`config.mk`:
```
export PLATFORM = sky130hd
export DESIGN_NAME = ProgramCounter
export DESIGN_NICKNAME = d
export VERILOG_FILES = /design/src/Pdp8Pkg.sv /design/src/ProgramCounter.sv
export SDC_FILE = /design/constraint.sdc
export NUM_CORES = 1
export LEC_CHECK = 0
export ABC_CLOCK_PERIOD_IN_PS = 2270
export BUFFER_PORTS_ARGS = -buffer_cell sky130_fd_sc_hd__buf_2
export CAP_MARGIN = 20
export CORE_MARGIN = 2
export CORE_UTILIZATION = 48
export CTS_BUF_LIST = sky130_fd_sc_hd__clkbuf_8
export DETAILED_ROUTE_END_ITERATION = 6
export GPL_TIMING_DRIVEN = 0
export PLACE_DENSITY = 0.86
export SLEW_MARGIN = 15
export SYNTH_ARGS = -nofsm -noshare
export SYNTH_HDL_FRONTEND = slang
export SYNTH_SLANG_ARGS = --single-unit
export TNS_END_PERCENT = 30
```
`constraint.sdc`:
```
create_clock -name clk -period 2.27 [get_ports clk]
set_clock_uncertainty 0.15 [all_clocks]
set_input_delay 0.227 -clock clk [delete_from_list [all_inputs] [get_ports clk]]
set_output_delay 0.227 -clock clk [all_outputs]
set_load 0.02 [all_outputs]
```
`src/Pdp8Pkg.sv`:
```
/*
  Shared types for the reduced PDP-8 CPU.
  Word and address are both 12 bits wide. Bit numbering is LSB = 0, so
  PDP-8 bit 0 (the MSB) is bit 11 here. IOT and group 3 encodings decode
  but do nothing.
*/
`default_nettype none

package Pdp8Pkg;

  localparam int WordBits = 12;
  localparam int MemWords = 4096;

  typedef logic [WordBits-1:0] word_t;
  typedef logic [WordBits-1:0] addr_t;

  typedef enum logic [2:0] {
    OpAnd = 3'o0,
    OpTad = 3'o1,
    OpIsz = 3'o2,
    OpDca = 3'o3,
    OpJms = 3'o4,
    OpJmp = 3'o5,
    OpIot = 3'o6,
    OpOpr = 3'o7
  } opcode_e;

  // Memory-reference view of an instruction word
  typedef struct packed {
    opcode_e    opcode;
    logic       indirect;
    logic       page;
    logic [6:0] offset;
  } memRef_t;

  // Operate view; micro[0] separates group 2 from group 3
  typedef struct packed {
    opcode_e    opcode;
    logic       group;
    logic [7:0] micro;
  } opr_t;

  typedef union packed {
    memRef_t memRef;
    opr_t    opr;
  } instr_u;

  typedef enum logic [2:0] {
    StIdle,
    StFetch,
    StDecode,
    StDefer,
    StExecRead,
    StExecWrite
  } majorState_e;

  typedef struct packed {
    logic loadAnd;
    logic loadTad;
    logic clearAc;
    logic doOperate;
    logic skipQuery;
  } accCtl_t;

  typedef struct packed {
    logic  increment;
    logic  skip;
    logic  loadAddr;
    logic  loadSwitches;
    addr_t target;
  } pcCtl_t;

  // Front panel strobes; deposit writes depositData at examineAddr
  typedef struct packed {
    logic  deposit;
    addr_t examineAddr;
    word_t depositData;
    logic  loadStart;
    logic  run;
  } panel_t;

endpackage

`default_nettype wire

```
`src/ProgramCounter.sv`:
```
/*
  Program counter. Priority: switch load, address load, skip, increment.
  Skip adds two, so it replaces the normal increment. Wraps at 12 bits.
*/
`timescale 1ns/1ns
`default_nettype none

module ProgramCounter
  import Pdp8Pkg::*;
(
  input  logic   clk,
  input  logic   rst,
  input  pcCtl_t cmd,
  input  word_t  switches,
  output addr_t  pc
);

  always_ff @(posedge clk) begin
    if (rst) begin
      pc <= '0;
    end else if (cmd.loadSwitches) begin
      pc <= switches;
    end else if (cmd.loadAddr) begin
      pc <= cmd.target;
    end else if (cmd.skip) begin
      pc <= pc + 12'd2;
    end else if (cmd.increment) begin
      pc <= pc + 12'd1;
    end
  end

endmodule

`default_nettype wire

```
# Yosys cells after proc, flatten, opt, wreduce, memory -nomap -nowiden

Index checks and enable logic that the tools add are counted.

Add/sub/neg operators: 2
$mul: 0
Divide/modulo/power cells: 0
$lt $le $gt $ge: 0
Equality and inequality tests: 0
Shifts and indexed selects: 0
Multiplexer cells: 4
Bitwise gates (word level): 0
Reduce and logical (&&, ||, !) cells: 1

Operators with widths:

| kind                    | number |
|---|---|
| $mux W12                | 4 |
| $add A12 B1 Y12 const B | 1 |
| $add A12 B2 Y12 const B | 1 |
| $reduce_bool A4 Y1      | 1 |

Register bits after elaboration: 12
Latch bits: 0
Memory bits (writable): 0
ROM bits: 0
Input port bits: 30
Output and inout port bits: 12
Logic and storage cells: 8
Memories: 0

# Depth between registers and ports, before layout

Depth in word-level cells: 5
Depth in mapped cells: 5
Gate-level depth less buffers: 5

# Worst setup path after synthesis

No wires, ideal clock.

Kind: flip-flop to flip-flop
Start: register pc[2]
End: register pc[5]
Setup time: 138 ps
Arrival: 1,629 ps
Required time: 1,982 ps
Path slack: 354 ps
Cell stages (with the launch flop): 6
Path buffers: 0
Cells stage by stage: dfxtp_1 > ha_1 > nand2_1 > or4_1 > a222oi_1 > a2111oi_1

Cells in the longest elaborated chain, start to end: 5
Elaborated cells on any way between the ends: 6

Ends and longest elaborated chain:

| element                  | line                 | RTL |
|---|---|---|
| start: declaration       | ProgramCounter.sv:15 | `output addr_t pc` |
| start signal: assignment | ProgramCounter.sv:22 | `pc <= switches;` |
| start signal: assignment | ProgramCounter.sv:24 | `pc <= cmd.target;` |
| start signal: assignment | ProgramCounter.sv:26 | `pc <= pc + 12'd2;` |
| $add A12 B1 Y12          | ProgramCounter.sv:28 | `pc <= pc + 12'd1;` |
| $mux W12                 | ProgramCounter.sv:27 | `end else if (cmd.increment) begin` |
| $mux W12 *               | ProgramCounter.sv:25 | `end else if (cmd.skip) begin` |
| $mux W12 *               | ProgramCounter.sv:23 | `end else if (cmd.loadAddr) begin` |
| $mux W12 *               | ProgramCounter.sv:21 | `end else if (cmd.loadSwitches) begin` |

Every way passes the cells marked *; elsewhere a longest branch is shown, timed or not. The select of a mux whose other input is x is not followed.
A chain may end at the register's enable or synchronous reset.

# Final worst setup path

Start: register pc[1]
End: register pc[5]

Same word-level chain as after synthesis.

==> flow_metrics.py <==
metrics = {
    "finish": {
        "seq_area_um2": 240,
        "regMostFlops": "pc",
        "largest_reg_flops": 12,
        "fillCellCount": 151,
        "antenna_cells": 0,
        "final_nets": 199,
        "reg_top3": "pc (12)",
        "syn_to_final_growth_pct": 29.3,
        "drive_gt1_share_pct": 29.7,
        "multiInputGateArea_um2": 623,
    },
    "sta": {
        "worst-slew-pin-transition_ns": 0.534,
        "setup_viol": 0,
        "holdWs_ns": 0.0506,
        "finalSetupTns_ns": 0,
        "slew_viol_final": 0,
        "final-hold-violation-count": 0,
        "relSlewSlack_pct": 64.4,
        "finalCritPeriodShare_pct": 87.5,
        "rsz0062_at_grt": "false",
        "period_minus_slack_ns": 1.99,
        "fmax_mhz": 504,
    },
    "place": {
        "port_buffers": 40,
        "gp_congestion": 0.904,
        "dp_hpwl_um": 2140,
    },
    "worst_setup_path": {
        "worstPathRequired_ns": 2.22,
        "worst_r2r_endpoint": "pc[5]",
        "r2r_slack_ns": 0.28,
        "reg2regPathDepth": 5,
        "endpoint_kind": "flip-flop",
        "critPathLaunchType": "flip-flop",
        "crit_path_max_fanout": 6,
        "path_class": "flip-flop to flip-flop",
        "critPathCapture": "pc[5]",
        "startpoint": "pc[1]",
        "critPathArrivalTime_ns": 1.94,
        "r2r_start": "pc[1]",
    },
    "routing": {
        "wl_per_cell_um": 15.5,
        "first_pass_iters": 4,
        "finalWirelength_um": 2940,
        "routed-via-count": 1166,
        "drc": 0,
        "vias_per_cell": 6.14,
        "ant_nets": 0,
        "first_iter_violations": 94,
    },
    "clocking": {
        "clk_latency_ns": 0.24,
        "cts_tree": "built",
        "cts_max_path_buffers": 2,
        "htreeDepth": 1,
        "postCtsHoldBufs": 0,
        "postCtsResizedCells": 0,
        "cts_buffers": 3,
        "path_clk_slew_ns": 0.05,
        "post_cts_buffers": 0,
        "ctsRootBufferMaster": "clkbuf_8",
        "cts_num_sinks": 12,
    },
    "grt": {
        "antenna_found_initial": 0,
        "grt_max_degree": 11,
        "grtUsageTotal_pct": 28.4,
        "grt_pass1_vias": 1037,
        "grt_pass1_wl_um": 4530,
        "overflow": 0,
    },
    "pwr": {
        "power_uw": 623,
        "vdd_drop_max_mv": 0.329,
        "switching_share_pct": 33.0,
        "combPwrFrac_pct": 27.2,
        "power.switching_uw": 206,
        "clock_power_share_pct": 32.3,
        "power_density_nw_per_um2": 518,
        "seqPwrFrac_pct": 40.5,
        "p_int_uw": 417,
        "power_leakage_uw": 0.000523,
    },
    "floorplanning": {
        "die_area_um2": 2300,
        "dieHeight_um": 48.0,
        "core_um2": 1780,
        "initial_core_util_pct": 52.1,
        "die_w_um": 48.0,
        "rows": 15,
        "ios": 42,
    },
    "logic_synthesis": {
        "yosys-mux-area-fraction_pct": 3.23,
        "synth_top_area_share_pct": 25.8,
        "synthAdderAreaFrac_pct": 2.69,
        "synthSimpleGateAreaFrac_pct": 28.0,
        "synth_edf_count": 0,
        "ys.flop_type": "dfxtp_1",
        "synth_area_leaders": "dfxtp_1 26%, nand2_1 4.8%, a21oi_1 4.3%",
        "synthTopCellsByCount": "12 x dfxtp_1, 12 x nand2_1, 9 x nor2_1",
        "synth_cells": 122,
        "async_flop_share_pct": 0,
        "synth_nets": 154,
        "synth_area_per_cell_um2": 7.62,
        "synth_seq_area_share_pct": 25.8,
        "ys_seq_elements": 12,
        "synth_compound_area_share_pct": 31.2,
        "synthXorXnorAreaFrac_pct": 1.88,
        "yosys_warnings": 0,
        "syn_area_um2": 930,
        "synth_top_family_by_area": "compound AO/OA/AOI/OAI gates",
        "synth_top_area_cell": "dfxtp_1",
        "yosys.cell_types.count": 43,
    },
    "run_status": {
        "status": "completed",
    },
    "hold_path": {
        "min_path_cells": 2,
        "hp-class": "primary input to flip-flop",
    },
    "flow_run": {
        "maxCapViolations": 0,
    },
}
[routing by layer]
metal	share of wire (%)	track usage [%]
met5	0	0
met4	2.0	13.5
met3	7.6	3.77
met2	49	49.1
met1	41	34.4
[layout make-up]
class / count / area share (%)
Buffer: 7 / 2.39
Clock buffer: 3 / 3.43
Inverter: 10 / 3.12
Multi-Input combinational cell: 93 / 51.8
Sequential cell: 12 / 20.0
Tap cell: 25 / 2.60
Timing Repair Buffer: 40 / 16.6
[logic make-up (layout without fill, tap and decap cells)]
logic type                 after synthesis  after routing
DFF                                     12             12
adders and majority gates                2              2
xor gates and xnor gates                 2              2
buffers and inverters                   17             60
and+or+nand+nor                         49             49
AOI/OAI and AO/OA                       37             37
muxes                                    3              3
[per-stage QoR]
| stage | cells | util [%] | area [µm²] | worst slack (ns) |
|---|---|---|---|---|
| global route | 190 | 67.4 | 1200 | 0.239 |
| floorplan | 122 | - | 930 | 0.354 |
| detailed placement | 187 | 65.1 | 1160 | 0.317 |
| CTS | 190 | 67.4 | 1200 | 0.302 |
| finish | 190 | 67.4 | 1200 | 0.285 |
| global placement | 187 | 65.1 | 1160 | 0.379 |
[critical path: stages, from the launching register on]
cell and delay (ns):
dfxtp_1 0.44, ha_1 0.24, nand2_1 0.12, or4_1 0.49
a222oi_1 0.32, a2111oi_1 0.08
[power by group through the flow]
stage	Clock [µW]	Sequential (µW)	Combinational [µW]
finish	201	252	169
global route	206	255	185
CTS	198	251	168
detailed placement	0	255	165
global placement	0	254	161
floorplan	0	272	82.8
[placed cells by master (no fill, tap or decap), types with 3 or more instances in the layout]
master / n
buf_2: 42
nand2_1: 12
dfxtp_1: 12
nor2_1: 9
inv_1: 8
a21oi_1: 8
nor3_1: 6
nand2b_1: 6
clkbuf_1: 5
a211oi_1: 5
mux2i_1: 3
a222oi_1: 3
a311oi_1: 3
clkbuf_8: 3
[worst min-delay path by stage]
stage	to	startpoint	slack, ns
finish	pc[2]	rst	0.05
global route	pc[2]	rst	0.05
CTS	pc[2]	rst	0.04
detailed placement	pc[2]	rst	0.30
global placement	pc[2]	rst	0.28
floorplan	pc[2]	rst	0.17
No activity file was read; power rests on OpenSTA's default activity.
