===== src/Pdp8Pkg.sv =====
/*
  Shared types for the reduced PDP-8 CPU.
  Word and address are both 12 bits wide. Bit numbering is LSB = 0, so
  PDP-8 bit 0 (the MSB) is bit 11 here. IOT and group 3 encodings decode
  but do nothing.
*/
`default_nettype none

package Pdp8Pkg;

  localparam int WordBits = 12;
  localparam int MemWords = 4096;

  typedef logic [WordBits-1:0] word_t;
  typedef logic [WordBits-1:0] addr_t;

  typedef enum logic [2:0] {
    OpAnd = 3'o0,
    OpTad = 3'o1,
    OpIsz = 3'o2,
    OpDca = 3'o3,
    OpJms = 3'o4,
    OpJmp = 3'o5,
    OpIot = 3'o6,
    OpOpr = 3'o7
  } opcode_e;

  // Memory-reference view of an instruction word
  typedef struct packed {
    opcode_e    opcode;
    logic       indirect;
    logic       page;
    logic [6:0] offset;
  } memRef_t;

  // Operate view; micro[0] separates group 2 from group 3
  typedef struct packed {
    opcode_e    opcode;
    logic       group;
    logic [7:0] micro;
  } opr_t;

  typedef union packed {
    memRef_t memRef;
    opr_t    opr;
  } instr_u;

  typedef enum logic [2:0] {
    StIdle,
    StFetch,
    StDecode,
    StDefer,
    StExecRead,
    StExecWrite
  } majorState_e;

  typedef struct packed {
    logic loadAnd;
    logic loadTad;
    logic clearAc;
    logic doOperate;
    logic skipQuery;
  } accCtl_t;

  typedef struct packed {
    logic  increment;
    logic  skip;
    logic  loadAddr;
    logic  loadSwitches;
    addr_t target;
  } pcCtl_t;

  // Front panel strobes; deposit writes depositData at examineAddr
  typedef struct packed {
    logic  deposit;
    addr_t examineAddr;
    word_t depositData;
    logic  loadStart;
    logic  run;
  } panel_t;

endpackage

`default_nettype wire


===== src/Sequencer.sv =====
/*
  Major-state sequencer. The PC still holds the fetch address in Decode,
  so the current page and skips are taken from it there. ISZ moves the PC
  only in ExecWrite. Only one level of indirection, no auto-index.
*/
`timescale 1ns/1ns
`default_nettype none

module Sequencer
  import Pdp8Pkg::*;
(
  input  logic    clk,
  input  logic    rst,
  input  logic    run,
  input  instr_u  ir,
  input  word_t   memData,
  input  addr_t   pc,
  input  logic    skipTaken,
  output addr_t   memAddr,
  output logic    memWrite,
  output word_t   memWdata,
  input  word_t   ac,
  output accCtl_t accCmd,
  output pcCtl_t  pcCmd,
  output logic    irLoad,
  output logic    running
);

  majorState_e state;
  majorState_e nextState;
  addr_t       eaReg;
  word_t       iszData;
  instr_u      decWord;
  addr_t       directEa;
  logic        isGroup2;
  logic        haltNow;

  // IR is loaded at the end of Decode, so Decode looks at the memory word
  assign decWord = (state == StDecode) ? instr_u'(memData) : ir;

  // Page zero or current page of the fetch address
  assign directEa = {decWord.memRef.page ? pc[11:7] : 5'd0, decWord.memRef.offset};

  assign isGroup2 = (decWord.opr.opcode == OpOpr) && decWord.opr.group
                    && !decWord.opr.micro[0];
  assign haltNow = isGroup2 && decWord.opr.micro[1];

  always_comb begin
    nextState = state;
    memAddr = pc;
    memWrite = 1'b0;
    memWdata = ac;
    accCmd = '0;
    pcCmd = '0;
    irLoad = 1'b0;

    case (state)
      StIdle: begin
        if (run) begin
          nextState = StFetch;
        end
      end

      StFetch: begin
        memAddr = pc;
        nextState = StDecode;
      end

      StDecode: begin
        irLoad = 1'b1;
        // Start the operand or pointer read right away
        memAddr = directEa;
        pcCmd.increment = 1'b1;
        nextState = StFetch;
        case (decWord.memRef.opcode)
          OpAnd, OpTad: begin
            nextState = decWord.memRef.indirect ? StDefer : StExecRead;
          end
          OpIsz: begin
            pcCmd.increment = 1'b0;
            nextState = decWord.memRef.indirect ? StDefer : StExecRead;
          end
          OpDca, OpJms: begin
            nextState = decWord.memRef.indirect ? StDefer : StExecWrite;
          end
          OpJmp: begin
            if (decWord.memRef.indirect) begin
              nextState = StDefer;
            end else begin
              pcCmd.loadAddr = 1'b1;
              pcCmd.target = directEa;
            end
          end
          OpOpr: begin
            accCmd.doOperate = 1'b1;
            if (isGroup2) begin
              accCmd.skipQuery = 1'b1;
              pcCmd.skip = skipTaken;
            end
            if (haltNow) begin
              nextState = StIdle;
            end
          end
          default: begin
            // IOT is a no-op here
          end
        endcase
      end

      StDefer: begin
        // Pointer word is on memData; use it as the operand address
        memAddr = memData;
        case (ir.memRef.opcode)
          OpJmp: begin
            pcCmd.loadAddr = 1'b1;
            pcCmd.target = memData;
            nextState = StFetch;
          end
          OpAnd, OpTad, OpIsz: nextState = StExecRead;
          default: nextState = StExecWrite;
        endcase
      end

      StExecRead: begin
        memAddr = eaReg;
        nextState = StFetch;
        case (ir.memRef.opcode)
          OpAnd: accCmd.loadAnd = 1'b1;
          OpTad: accCmd.loadTad = 1'b1;
          default: nextState = StExecWrite;
        endcase
      end

      StExecWrite: begin
        memAddr = eaReg;
        memWrite = 1'b1;
        nextState = StFetch;
        case (ir.memRef.opcode)
          OpIsz: begin
            memWdata = iszData;
            // PC not yet moved for ISZ, so a skip is plus two
            pcCmd.skip = (iszData == '0);
            pcCmd.increment = 1'b1;
          end
          OpJms: begin
            memWdata = pc;
            pcCmd.loadAddr = 1'b1;
            pcCmd.target = eaReg + 12'd1;
          end
          default: begin
            memWdata = ac;
            accCmd.clearAc = 1'b1;
          end
        endcase
      end

      default: nextState = StIdle;
    endcase
  end

  always_ff @(posedge clk) begin
    if (rst) begin
      state <= StIdle;
      running <= 1'b0;
    end else begin
      state <= nextState;
      running <= (nextState != StIdle);
    end
  end

  // Effective address and ISZ result
  always_ff @(posedge clk) begin
    if (state == StDecode) begin
      eaReg <= directEa;
    end else if (state == StDefer) begin
      eaReg <= memData;
    end
    if (state == StExecRead) begin
      iszData <= memData + 12'd1;
    end
  end

  assert property (@(posedge clk) disable iff (rst)
    memWrite |-> !(state inside {StFetch, StDefer}));

  assert property (@(posedge clk) disable iff (rst)
    state inside {StIdle, StFetch, StDecode, StDefer, StExecRead, StExecWrite});

endmodule

`default_nettype wire


===== config.mk =====
export PLATFORM = sky130hd
export DESIGN_NAME = Sequencer
export DESIGN_NICKNAME = d
export VERILOG_FILES = /design/src/Pdp8Pkg.sv /design/src/Sequencer.sv
export SDC_FILE = /design/constraint.sdc
export NUM_CORES = 1
export LEC_CHECK = 0
export BUFFER_PORTS_ARGS = -buffer_cell sky130_fd_sc_hd__buf_2
export CAP_MARGIN = 15
export CORE_ASPECT_RATIO = 0.9
export CORE_MARGIN = 8
export CORE_UTILIZATION = 45
export CTS_CLUSTER_SIZE = 8
export DETAILED_ROUTE_END_ITERATION = 7
export PLACE_DENSITY = 0.75
export SLEW_MARGIN = 25
export SYNTH_ARGS = -nofsm -noshare
export SYNTH_HDL_FRONTEND = slang
export SYNTH_SLANG_ARGS = --single-unit

===== constraint.sdc =====
create_clock -name clk -period 1.8 [get_ports clk]
set_input_delay 0.18 -clock clk [delete_from_list [all_inputs] [get_ports clk]]
set_output_delay 0.18 -clock clk [all_outputs]
set_load 0.01 [all_outputs]

# Word level (Yosys, flattened, before mapping)
# Index checks and enable logic that the tools add are counted.
# totals
output_inout_bits	48
regBits	28
elab_cells	78
in_bits	52
# classes
reduce_logical	16
addsub	2
n_eq_ne	15
n_mux	41
# ops
operator	n
12-bit 2-to-1 mux	8
12-bit one-hot mux with 3 select lines	2
12-bit by 1-bit adder with 12-bit output (second input constant)	2
12-bit one-hot mux with 2 select lines	1
3-bit equality test (second input constant)	7
3-bit one-hot mux with 6 select lines	1
3-bit by 2-bit equality test with 1-bit output (second input constant)	5
1-bit 2-to-1 mux	15
12-bit logical NOT	1
3-bit 2-to-1 mux	4
3-bit one-hot mux with 4 select lines	1
2-bit 2-to-1 mux	5
3-bit by 1-bit equality test with 1-bit output (second input constant)	3
3-bit logical NOT	3
2-bit OR reduction	4
3-bit one-hot mux with 2 select lines	1
3-bit OR reduction	2
5-bit 2-to-1 mux	1
2-bit one-hot mux with 2 select lines	1
1-bit logical AND	3
1-bit one-hot mux with 3 select lines	1
3-bit nonzero test	1
2-bit nonzero test	1
1-bit logical NOT	1

# Depth between registers and ports, before layout
# Gate-level depths: netlist of the first run.
# logic_depth
depth_word	10
mapped_depth	7
ltp_nobuf	6

# Worst setup path after synthesis of the first run
# OpenSTA, ideal clock, no wires.
# synth_path
path_type	reg-to-output
startpoint	reg state[1]
endpoint	out pcCmd[1] in the netlist's numbering
path_slack_ns	-0.043
required_ns	1.620
arrival_time_ns	1.663
n_path_buf	1
path_stages_with_launch	8
cell_sequence	dfxtp_1 -> nor2b_2 -> nand2b_1 -> buf_4 -> inv_4 -> nand4_4 -> o21ai_2 -> a22o_1
# synth_rtl
element	line	text
start: declaration	Sequencer.sv:29	majorState_e state;
start signal: assignment	Sequencer.sv:163	state <= StIdle;
start signal: assignment	Sequencer.sv:166	state <= nextState;
end: declaration	Sequencer.sv:24	output pcCtl_t pcCmd,

==> results.md, run 1 <==
* Worst-case reg-to-reg path depth at 7
* Critical Path End: pcCmd[9]
* Critical Path End Type: output pin
* Ranking of synthesized cells by area: sky130_fd_sc_hd__edfxtp_1 28%, sky130_fd_sc_hd__nand2_1 6.2%, sky130_fd_sc_hd__xnor2_1 4.5%
* Final global-route overflow total at 0
* All-Layer GR Usage at about a fifth
* Cell row count at 26
* Buffer type at the clock tree root: sky130_fd_sc_hd__clkbuf_8
* Share of Yosys cell area claimed by the top area cell type at 28.3%
* Final Net Count at 457
* Number of buffers created by CTS at 3
* Post-synth design cell area at 2550 um^2
* Cell Count Post-Placement at ~450
* Number of design rule violations left after detail routing at 0
* Sequential group share of total power at 41.0%
* Clock Power Share at 26.4%
* Standard cell with the maximum stage delay on the critical path: sky130_fd_sc_hd__or3_4
* Drt first pass iters at 4
* Leak Pwr at 1.57 nW
* Clock transition at the register clock pins on the worst setup and hold paths after CTS at approximately 100 ps
* Worst hold slack at 88.4 ps
* Family of cells with the greatest summed delay on the critical path: simple AND/OR/NAND/NOR gates
* Highest Clock Rate at 531 MHz
* Part of the total power dissipated in combinational logic at 32.7%
* Failing checks: negative setup slack
* Yosys top cell by area: sky130_fd_sc_hd__edfxtp_1
* Peak per-stage delay on the critical path at about 400 ps
* Run status: complete, but fails checks
* Type of the worst min-delay path: primary input to flop
* Final HPWL from detailed placement at 6.48 mm
* Main flop type after synthesis: sky130_fd_sc_hd__edfxtp_1
* Critical register-to-register path startpoint: state[2]$_SDFF_PP0_
* Syn Area/Cell at approximately 8.5 um^2
* Warning count from the yosys run at 0
* Pin count of the biggest net entering global routing at 27
* Post-detailed-route count of antenna-violating nets at 0
* Top-Level Pins at 100
* Final non-filler cell area at around 3600 um^2
* Type of the worst setup path: flop to output pin
* Distinct cell type count after synthesis at between 50 and 60
* Count of flip-flops with a built-in enable after synthesis at 24
* Clock buffer depth at 2
* Worst skew pair latency at between 200 and 300 ps
* Clock Sinks at 28
* Switching pwr at roughly 600 uW
* Fraction of the cycle the final worst path needs at 105%
* Reg2Reg Capture Point: running$_SDFF_PP0_
* Placed Instance Area at around 3100 um^2
* Hold-fix buffers at CTS at 0
* Mean routed wirelength per cell at about 19 um
* Crit path launch type: flop
* Chip Height at 87.4 um
* Max Cap Violations at 0
* Required time at the worst-slack endpoint at 1620 ps
* Critical path, cell by cell: nand3b_4, or3_4, buf_6, o221ai_1, buf_2
* Synthesized netlist net count at 355
* Number of storage elements in the synthesis netlist at 28
* Arrival time at the worst endpoint at ~1700 ps
* Top cells by count, synth: 42 x sky130_fd_sc_hd__nand2_1, 24 x sky130_fd_sc_hd__edfxtp_1, 18 x sky130_fd_sc_hd__clkbuf_1
* Min-Delay Path Depth at 2
* Last weighted congestion value of the routability-driven placer at 0.961
* Crit path buffers/inverters at 2
* Cells after Synth at 301
* Antenna violations before repair at 0
* Slack of the critical path at -83.9 ps
* Final critical delay including setup and external delays at 1880 ps
* Setup repair after global routing missed its margin: yes
* CTS tree: yes
* Cell count along the critical path at 5
* Total wirelength of the detailed-routed design at approximately 8.9 mm
* Final hold violation count at 0
* Diodes inserted at 0
* Final Slew Violations at 0
* Net Sw Frac at 31.3%
* Mean number of vias per cell at approximately 5.8
* Final setup violation count at 27
* Crit. Startpoint: state[1]$_SDFF_PP0_
* Cell Count, Final, Fillers Out at approximately 470
* Final Util at about 64%
* Area of the die at 8320 um^2
* Final setup skew at 0.763 ps
* Die W at 95.3 um
* Count of vias placed by the detailed router at approximately 2,700
* Area inside the core boundary at approximately 5600 um^2
* PortBufs at 89
* Critical Path Fanout Max at 6
* Global-route wire length before repair at 13.3 mm
* Cell internal power dissipation at 1.32 mW
* Number of global-route vias before repair at 2,639
* Sequential cell area fraction in the yosys report at 31.4%
* Post-synth ARST share at 0%
* Fraction of final layout cells with drive strength greater than 1 at a little over two fifths
* Number of H-tree levels at 1
* Area overhead of the layout relative to synthesis at 39.6%
* Effective utilization at floorplan at 45.8%
* Slack of the worst reg-to-reg path at about 310 ps
* Most numerous cell in the Yosys netlist: sky130_fd_sc_hd__nand2_1
* Total power density per cell area at 542 nW/um^2
* Drt initial violations at between 200 and 300
* Maximum VDD drop at between 0.3 and 0.4 mV
[worst min-delay path by stage]
stage          slack (ps)  from                  end
6_report               90   rst  state[1]$_SDFF_PP0_
5_1_grt                90   rst  state[1]$_SDFF_PP0_
4_1_cts                90   rst  state[1]$_SDFF_PP0_
3_5_place_dp          390   rst  state[1]$_SDFF_PP0_
3_3_place_gp          390   rst  state[1]$_SDFF_PP0_
2_1_floorplan         260   rst  state[1]$_SDFF_PP0_
[worst register-to-register path: cells and delay by family (launching register included)]
| kind | cells | cell delay (ps) |
|---|---|---|
| flip-flops | 1 | 410 |
| AO/OA/AOI/OAI | 2 | 370 |
| buffers and inverters | 3 | 350 |
| AND/OR/NAND/NOR | 2 | 230 |
[cells in the final DEF, fill, tap and decap left out, drive strengths merged, types with 7 or more instances in the layout]
cell type / count
o21ai: 16
nor2b: 9
xnor2: 13
a22o: 7
a21oi: 15
nand4: 10
mux2i: 8
buf: 126
xor2: 7
a22oi: 13
nor2: 12
nand3: 17
nand2: 42
inv: 8
a211oi: 7
nand2b: 8
edfxtp: 24
[logic make-up (layout without fill, tap and decap cells)]
family                     after synthesis  count (layout)  synth area share (%)
xor gates and xnor gates                20              20                  6.88
buffers and inverters                   39             140                  7.47
DFF                                     28              28                  31.4
adders and majority gates                2               2                 0.983
AOI/OAI and AO/OA                       74              74                  19.9
and+or+nand+nor                        126             126                  28.7
other                                    1               1                 0.147
muxes                                   11              11                  4.47
[cell type report]
| type | count | area (um^2) |
|---|---|---|
| Sequential cell | 28 | 810 |
| Fill cell | 463 | 2010 |
| Inverter | 8 | 32.5 |
| Clock buffer | 3 | 41.3 |
| Multi-Input combinational cell | 234 | 1690 |
| Tap cell | 70 | 87.6 |
| Timing Repair Buffer | 128 | 863 |
| Clock inverter | 1 | 30.0 |
[layer usage]
metal / vias up / part of all wire [%] / GRT usage, % / wire length (um)
met1: 1278 / 42 / 27.0 / 3720
met4: 0 / 1.6 / 5.24 / 140
met3: 14 / 10 / 4.05 / 900
li1: 1303 / - / - / -
met2: 133 / 47 / 32.3 / 4170
met5: - / 0 / 0 / 0
[metrics by stage]
step,power (mW),setup TNS [ps],setup slack [ps]
4_1_cts,1.89,-703,-56.0
3_3_place_gp,1.35,0,100
3_5_place_dp,1.36,0,44.4
2_1_floorplan,1.13,0,97.8
6_report,1.93,-1220,-83.9
5_1_grt,2.01,-3380,-168
[state kept, by name, summed over array words and instances, names as in the netlist]
register  cells
eaReg        12
iszData      12
state         3
running       1
[power by group through the flow]
stage	Sequential [mW]	Clock (mW)	Combinational (mW)
after detailed placement	0.802	0	0.557
after global routing	0.794	0.536	0.684
after floorplan	0.795	0	0.337
final	0.790	0.508	0.629
after CTS	0.788	0.516	0.583
after global placement	0.801	0	0.545
[what timing repair did]
| action | CTS | global route |
|---|---|---|
| endpoints found under the hold margin | 0 | 0 |
| endpoints found under the setup margin | 30 | 31 |
| resized for setup | 20 | 26 |
| gates cloned | 0 | 3 |
| pin swaps | 6 | 13 |
| setup buffers | 7 | 7 |
Power figures use the tool's default switching activity.
==> run 2, diff against run 1 <==
--- a/config.mk
+++ b/config.mk
@@ -9,10 +9,10 @@
 export CAP_MARGIN = 15
 export CORE_ASPECT_RATIO = 0.9
 export CORE_MARGIN = 8
-export CORE_UTILIZATION = 45
+export CORE_UTILIZATION = 53
 export CTS_CLUSTER_SIZE = 8
 export DETAILED_ROUTE_END_ITERATION = 7
-export PLACE_DENSITY = 0.75
+export PLACE_DENSITY = 0.83
 export SLEW_MARGIN = 25
 export SYNTH_ARGS = -nofsm -noshare
 export SYNTH_HDL_FRONTEND = slang
==> constraint.sdc (replaced) <==
create_clock -name clk -period 2.38 [get_ports clk]
set_input_delay 0.238 -clock clk [delete_from_list [all_inputs] [get_ports clk]]
set_output_delay 0.238 -clock clk [all_outputs]
set_load 0.01 [all_outputs]
==> results.md, run 2 (synthesis results as in run 1) <==
* Run status: finished, final reports clean (was complete, but fails checks)
* Drt initial violations at 175 (was 250)
* Clock transition at the register clock pins on the worst setup and hold paths after CTS at 110 ps (was 100 ps)
* Total power density per cell area at 454 nW/um^2 (was 542 nW/um^2)
* Clock buffer depth at 2 (unchanged)
* Mean number of vias per cell at 5.94 (was 5.78)
* Arrival time at the worst endpoint at 2010 ps (was 1700 ps)
* Total wirelength of the detailed-routed design at 7.85 mm (was 8.93 mm)
* Clock Sinks at 28 (unchanged)
* Fraction of final layout cells with drive strength greater than 1 at 33.4% (was 43.5%)
* Type of the worst min-delay path: primary input to flop (unchanged)
* Final global-route overflow total at 0 (unchanged)
* Pin slew with the least headroom to its limit at 589 ps
* All-Layer GR Usage at 21.2% (was 20.3%)
* Die W at 89.1 um (was 95.3 um)
* Leading cell type in the layout, fill and taps excluded: sky130_fd_sc_hd__buf_2 (unchanged)
* Required time at the worst-slack endpoint at 2140 ps (was 1620 ps)
* Chip Height at 81.8 um (was 87.4 um)
* Maximum VDD drop at 0.344 mV (was 0.317 mV)
* Pin count of the biggest net entering global routing at 28 (was 27)
* Final setup skew at 5.41 ps (was 0.763 ps)
* Largest registers: eaReg: 12 flops, iszData: 12 flops, state: 3 flops (unchanged)
* Area inside the core boundary at 4740 um^2 (was 5560 um^2)
* Final Slew Violations at 0 (unchanged)
* Number of design rule violations left after detail routing at 0 (unchanged)
* Area of the die at 7280 um^2 (was 8320 um^2)
* CTS tree: yes (unchanged)
* Global-route wire length before repair at 12.2 mm (was 13.3 mm)
* Final setup violation count at 0 (was 27)
* Critical path, cell by cell: buf_4, nand3b_1, o21ai_4, a22o_1, buf_2 (was nand3b_4, or3_4, buf_6, o221ai_1, buf_2)
* Cell row count at 24 (was 26)
* Total negative slack for setup checks at 0 ps (was -1220 ps)
* Hold-fix buffers at CTS at 0 (unchanged)
* Post-detailed-route count of antenna-violating nets at 0 (unchanged)
* Final hold violation count at 0 (unchanged)
* Leak Pwr at 1.36 nW (was 1.57 nW)
* Crit path launch type: flop (unchanged)
* Effective utilization at floorplan at 53.7% (was 45.8%)
* Max Cap Violations at 0 (unchanged)
* Diodes inserted at 0 (unchanged)
* Mean routed wirelength per cell at 17.9 um (was 18.9 um)
* Fraction of the cycle the final worst path needs at a little over nine tenths
* Final HPWL from detailed placement at 6.04 mm (was 6.48 mm)
* Antenna violations before repair at 0 (unchanged)
* Area overhead of the layout relative to synthesis at 20.9% (was 39.6%)
* Drt first pass iters at 5 (was 4)
* Worst hold slack at 153 ps (was 88.4 ps)
* Standard cell with the maximum stage delay on the critical path: sky130_fd_sc_hd__dfxtp_1 (was sky130_fd_sc_hd__or3_4)
* Last weighted congestion value of the routability-driven placer at 0.951 (was 0.961)
* PortBufs at 89 (unchanged)
* Type of the worst setup path: flop to output pin (unchanged)
* Number of buffers created by CTS at 3 (unchanged)
* Number of H-tree levels at 1 (unchanged)
* Buffer type at the clock tree root: sky130_fd_sc_hd__clkbuf_8 (unchanged)
* Headroom to the max-slew limit at between 60% and 70%
* Setup repair after global routing missed its margin: no (was yes)
* Critical Path Fanout Max at 27 (was 6)
* Placed Instance Area at 3000 um^2 (was 3110 um^2)
* Highest Clock Rate at 444 MHz
* Most used cells in the layout excluding fill and tap cells: 89 x sky130_fd_sc_hd__buf_2, 42 x sky130_fd_sc_hd__nand2_1, 24 x sky130_fd_sc_hd__edfxtp_1, 15 x sky130_fd_sc_hd__o21ai_0, 15 x sky130_fd_sc_hd__a21oi_1 (was 87 x sky130_fd_sc_hd__buf_2, 42 x sky130_fd_sc_hd__nand2_1, 24 x sky130_fd_sc_hd__edfxtp_1, 23 x sky130_fd_sc_hd__buf_4, 15 x sky130_fd_sc_hd__a21oi_1)
* Critical Path End Type: output pin (unchanged)
* Count of vias placed by the detailed router at 2,608 (was 2,728)
* Worst skew pair latency at 280 ps (was 270 ps)
* Top-Level Pins at 100 (unchanged)
* Crit path buffers/inverters at 2 (unchanged)
* Final non-filler cell area at 3080 um^2 (was 3550 um^2)
* Peak per-stage delay on the critical path at 410 ps (was 400 ps)
* Final Net Count at 429 (was 457)
* Number of global-route vias before repair at 2,491 (was 2,639)
* Family of cells with the greatest summed delay on the critical path: compound AO/OA/AOI/OAI gates (was simple AND/OR/NAND/NOR gates)
* Final critical delay including setup and external delays at 2250 ps
-- run 2: cell count changes in the layout (fill, tap and decap cells not counted), moves of 3 or more --
cell,before,now
sky130_fd_sc_hd__o221ai_1,1,4
sky130_fd_sc_hd__o221ai_2,3,0
sky130_fd_sc_hd__buf_4,23,11
sky130_fd_sc_hd__buf_6,12,0
-- run 2: final timing paths --
kind                                           from                   to  cells after the start  slack (ps)
worst min-delay path                            rst  state[1]$_SDFF_PP0_                      2         150
worst min register to register  state[2]$_SDFF_PP0_  state[1]$_SDFF_PP0_                      2         690
worst max-delay path            state[1]$_SDFF_PP0_             pcCmd[2]                      5         130
worst max register to register  state[2]$_SDFF_PP0_   running$_SDFF_PP0_                      6         570
-- run 2: final cells by class --
cell class                      instances  area (um^2)
Clock buffer                            3         41.3
Clock inverter                          1         30.0
Fill cell                             441         1670
Inverter                                8         32.5
Multi-Input combinational cell        234         1560
Sequential cell                        28          802
Tap cell                               65         81.3
Timing Repair Buffer                  100          528
-- run 2: metrics by stage --
stage                     power, mW  setup slack (ps)  utilization (%)  cells
after floorplan               0.854               479                -    301
after global placement         1.00               363             63.2    435
after detailed placement       1.01               366             63.2    435
after CTS                      1.38              48.7             64.7    439
after global routing           1.45              6.04             64.9    439
final                          1.40               128             64.9    439
-- run 2: power breakdown --
part           internal (mW)  switching (mW)  total (mW)
combinational          0.169           0.244       0.413
sequential             0.568          0.0281       0.596
clock                  0.226           0.163       0.389
total                  0.963           0.435        1.40
-- run 2: layer usage --
metal	routed length, um	vias to the layer above	track usage [%]
li1	-	1250	-
met1	3300	1194	28.9
met2	3570	156	34.9
met3	911	8	2.40
met4	70	0	5.47
met5	0	-	0
-- run 2: repair_timing --
action / in CTS / in global routing
resized for setup: 0 / 2
setup endpoints to repair: 0 / 21
setup buffers: 0 / 0
==> run 3, diff against run 2 <==
==> constraint.sdc (replaced) <==
create_clock -name clk -period 2.6 [get_ports clk]
set_input_delay 0.26 -clock clk [delete_from_list [all_inputs] [get_ports clk]]
set_output_delay 0.26 -clock clk [all_outputs]
set_load 0.01 [all_outputs]
==> results.md, run 3 (synthesis results as in run 1) <==
* Number of design rule violations left after detail routing at 0 (unchanged)
* Total wirelength of the detailed-routed design at 7.93 mm (was 7.85 mm)
* Peak per-stage delay on the critical path at 450 ps (was 410 ps)
* Last weighted congestion value of the routability-driven placer at 0.939 (was 0.951)
* Post-Route M1 WL at 3.31 mm (was 3.30 mm)
* Cell Count, Final, Fillers Out at 436 (was 439)
* All-Layer GR Usage at 22.1% (was 21.2%)
* Global-route wire length before repair at 12.6 mm (was 12.2 mm)
* Die W at 89.1 um (unchanged)
* Final global-route overflow total at 0 (unchanged)
* Mean number of vias per cell at 5.94 (about the same)
* Antenna violations before repair at 0 (unchanged)
* Area of the die at 7280 um^2 (unchanged)
* Pin count of the biggest net entering global routing at 38 (was 28)
* Buffer type at the clock tree root: sky130_fd_sc_hd__clkbuf_8 (unchanged)
* Area inside the core boundary at 4740 um^2 (unchanged)
* PortBufs at 89 (unchanged)
* Effective utilization at floorplan at 53.7% (unchanged)
* Clock buffer depth at 2 (unchanged)
* Drt first pass iters at 5 (unchanged)
* Crit path buffers/inverters at 2 (unchanged)
* Final setup violation count at 0 (unchanged)
* Critical path, cell by cell: buf_4, nand3b_1, o21ai_2, a22o_1, buf_2 (was buf_4, nand3b_1, o21ai_4, a22o_1, buf_2)
* Final HPWL from detailed placement at 6.15 mm (was 6.04 mm)
* Required time at the worst-slack endpoint at 2340 ps (was 2140 ps)
* Count of vias placed by the detailed router at 2,592 (was 2,608)
* Total of cells resized after clock tree synthesis at 0 (unchanged)
* Total length of routed met3 wires at 1.02 mm (was 911 um)
* Total power density per cell area at 418 nW/um^2 (was 454 nW/um^2)
* Top-Level Pins at 100 (unchanged)
* Headroom to the max-slew limit at 59.3% (was 60.8%)
* Leak Pwr at 1.34 nW (was 1.36 nW)
* Diodes inserted at 0 (unchanged)
* Largest registers: eaReg: 12 flops, iszData: 12 flops, state: 3 flops (unchanged)
* Fraction of the cycle the final worst path needs at 94.4%
* Setup repair after global routing missed its margin: no (unchanged)
* Critical Path End Type: output pin (unchanged)
* Detailed-routed wire length on met2 at 3.53 mm (was 3.57 mm)
* Final Slew Violations at 0 (unchanged)
* Most used cells in the layout excluding fill and tap cells: 89 x sky130_fd_sc_hd__buf_2, 42 x sky130_fd_sc_hd__nand2_1, 24 x sky130_fd_sc_hd__edfxtp_1, 15 x sky130_fd_sc_hd__o21ai_0, 15 x sky130_fd_sc_hd__a21oi_1 (unchanged)
* Crit path launch type: flop (unchanged)
* Sequential group share of total power at 42.9% (was 42.7%)
* Cell row count at 24 (unchanged)
* Highest Clock Rate at 407 MHz
* Cell Count Post-Placement at 432 (was 435)
* Drt initial violations at 234 (was 175)
* Arrival time at the worst endpoint at 2190 ps (was 2010 ps)
* Family of cells with the greatest summed delay on the critical path: compound AO/OA/AOI/OAI gates (unchanged)
* Leading cell type in the layout, fill and taps excluded: sky130_fd_sc_hd__buf_2 (unchanged)
* Post-CTS Setup Inserts at 0 (unchanged)
* Type of the worst min-delay path: primary input to flop (unchanged)
* Mean routed wirelength per cell at 18.2 um (was 17.9 um)
* Worst skew pair latency at 280 ps (about the same)
* Max Cap Violations at 0 (unchanged)
* Maximum VDD drop at 0.280 mV (was 0.344 mV)
* Total negative slack for setup checks at 0 ps (unchanged)
* Area overhead of the layout relative to synthesis at 19.7% (was 20.9%)
* Hold-fix buffers at CTS at 0 (unchanged)
* Part of the total power dissipated in combinational logic at 29.2% (was 29.5%)
* Number of buffers created by CTS at 3 (unchanged)
* Number of H-tree levels at 1 (unchanged)
* Switching pwr at 397 uW (was 435 uW)
* Cell internal power dissipation at 876 uW (was 963 uW)
* Final critical delay including setup and external delays at about 2500 ps
* Clock Power Share at 27.9% (was 27.8%)
* Final Util at 64.2% (was 64.9%)
* Type of the worst setup path: flop to output pin (unchanged)
* Fraction of final layout cells with drive strength greater than 1 at 32.6% (was 33.4%)
* Standard cell with the maximum stage delay on the critical path: sky130_fd_sc_hd__o21ai_2 (was sky130_fd_sc_hd__dfxtp_1)
* Net Sw Frac at 31.2% (was 31.1%)
* Clock transition at the register clock pins on the worst setup and hold paths after CTS at 110 ps (about the same)
* CTS tree: yes (unchanged)
* Chip Height at 81.8 um (unchanged)
* Post-detailed-route count of antenna-violating nets at 0 (unchanged)
* Final Net Count at 426 (was 429)
* Critical Path Fanout Max at 37 (was 27)
* Final setup skew at 6.45 ps (was 5.41 ps)
* Clock Sinks at 28 (unchanged)
* Max Used Layer: met4 (unchanged)
* Run status: finished, final reports clean (unchanged)
* Pin slew with the least headroom to its limit at 610 ps (was 589 ps)
* Number of global-route vias before repair at 2,529 (was 2,491)
* Final hold violation count at 0 (unchanged)
## run 3: changes by cell type in the layout (fill, tap and decap cells not counted)
cell	delta
sky130_fd_sc_hd__buf_4	-3
sky130_fd_sc_hd__dfxtp_1	+1
sky130_fd_sc_hd__dfxtp_2	-1
sky130_fd_sc_hd__o21ai_2	+1
sky130_fd_sc_hd__o21ai_4	-1
## run 3: cell type report
| cell class | count | area (um^2) |
|---|---|---|
| repair buffers | 97 | 505 |
| clock inverters | 1 | 30.0 |
| fillers | 446 | 1700 |
| flip-flops and latches | 28 | 801 |
| well taps | 65 | 81.3 |
| clock buffers | 3 | 41.3 |
| inverters | 8 | 32.5 |
| multi-input cells | 234 | 1560 |
## run 3: worst reg2reg max path: cells and delay by family, from the launching register on
family,cells,cell delay [ps]
flops,1,430
buf+inv,1,400
compound gates,2,320
simple gates,2,530
## run 3: power groups by stage
| stage | Combinational (mW) | Sequential, mW | Clock (mW) |
|---|---|---|---|
| 2_1_floorplan | 0.231 | 0.550 | 0 |
| 3_3_place_gp | 0.356 | 0.554 | 0 |
| 3_5_place_dp | 0.366 | 0.556 | 0 |
| 4_1_cts | 0.368 | 0.545 | 0.352 |
| 5_1_grt | 0.406 | 0.549 | 0.374 |
| 6_report | 0.372 | 0.546 | 0.355 |
## run 3: metal layers
metal	up-vias	global-route usage, %
li1	1243	-
met1	1195	29.3
met2	144	35.5
met3	10	5.70
met4	0	4.64
met5	-	0
## run 3: worst paths after layout
kind,slack [ps],cells after the start,start,end
worst max register to register,800,5,state[1]$_SDFF_PP0_,running$_SDFF_PP0_
worst min-delay path,160,2,rst,state[1]$_SDFF_PP0_
worst max-delay path,150,5,state[1]$_SDFF_PP0_,pcCmd[6]
worst min register to register,690,3,state[1]$_SDFF_PP0_,state[0]$_SDFF_PP0_
## run 3: stage by stage
step / hold slack, ps / setup WS [ps] / instance area (um^2) / power (mW)
finish: 162 / 146 / 3050 / 1.27
global route: 157 / 51.0 / 3050 / 1.33
CTS: 162 / 166 / 3050 / 1.27
detailed placement: 467 / 528 / 2980 / 0.921
global placement: 467 / 498 / 2980 / 0.910
floorplan: 337 / 677 / 2550 / 0.781
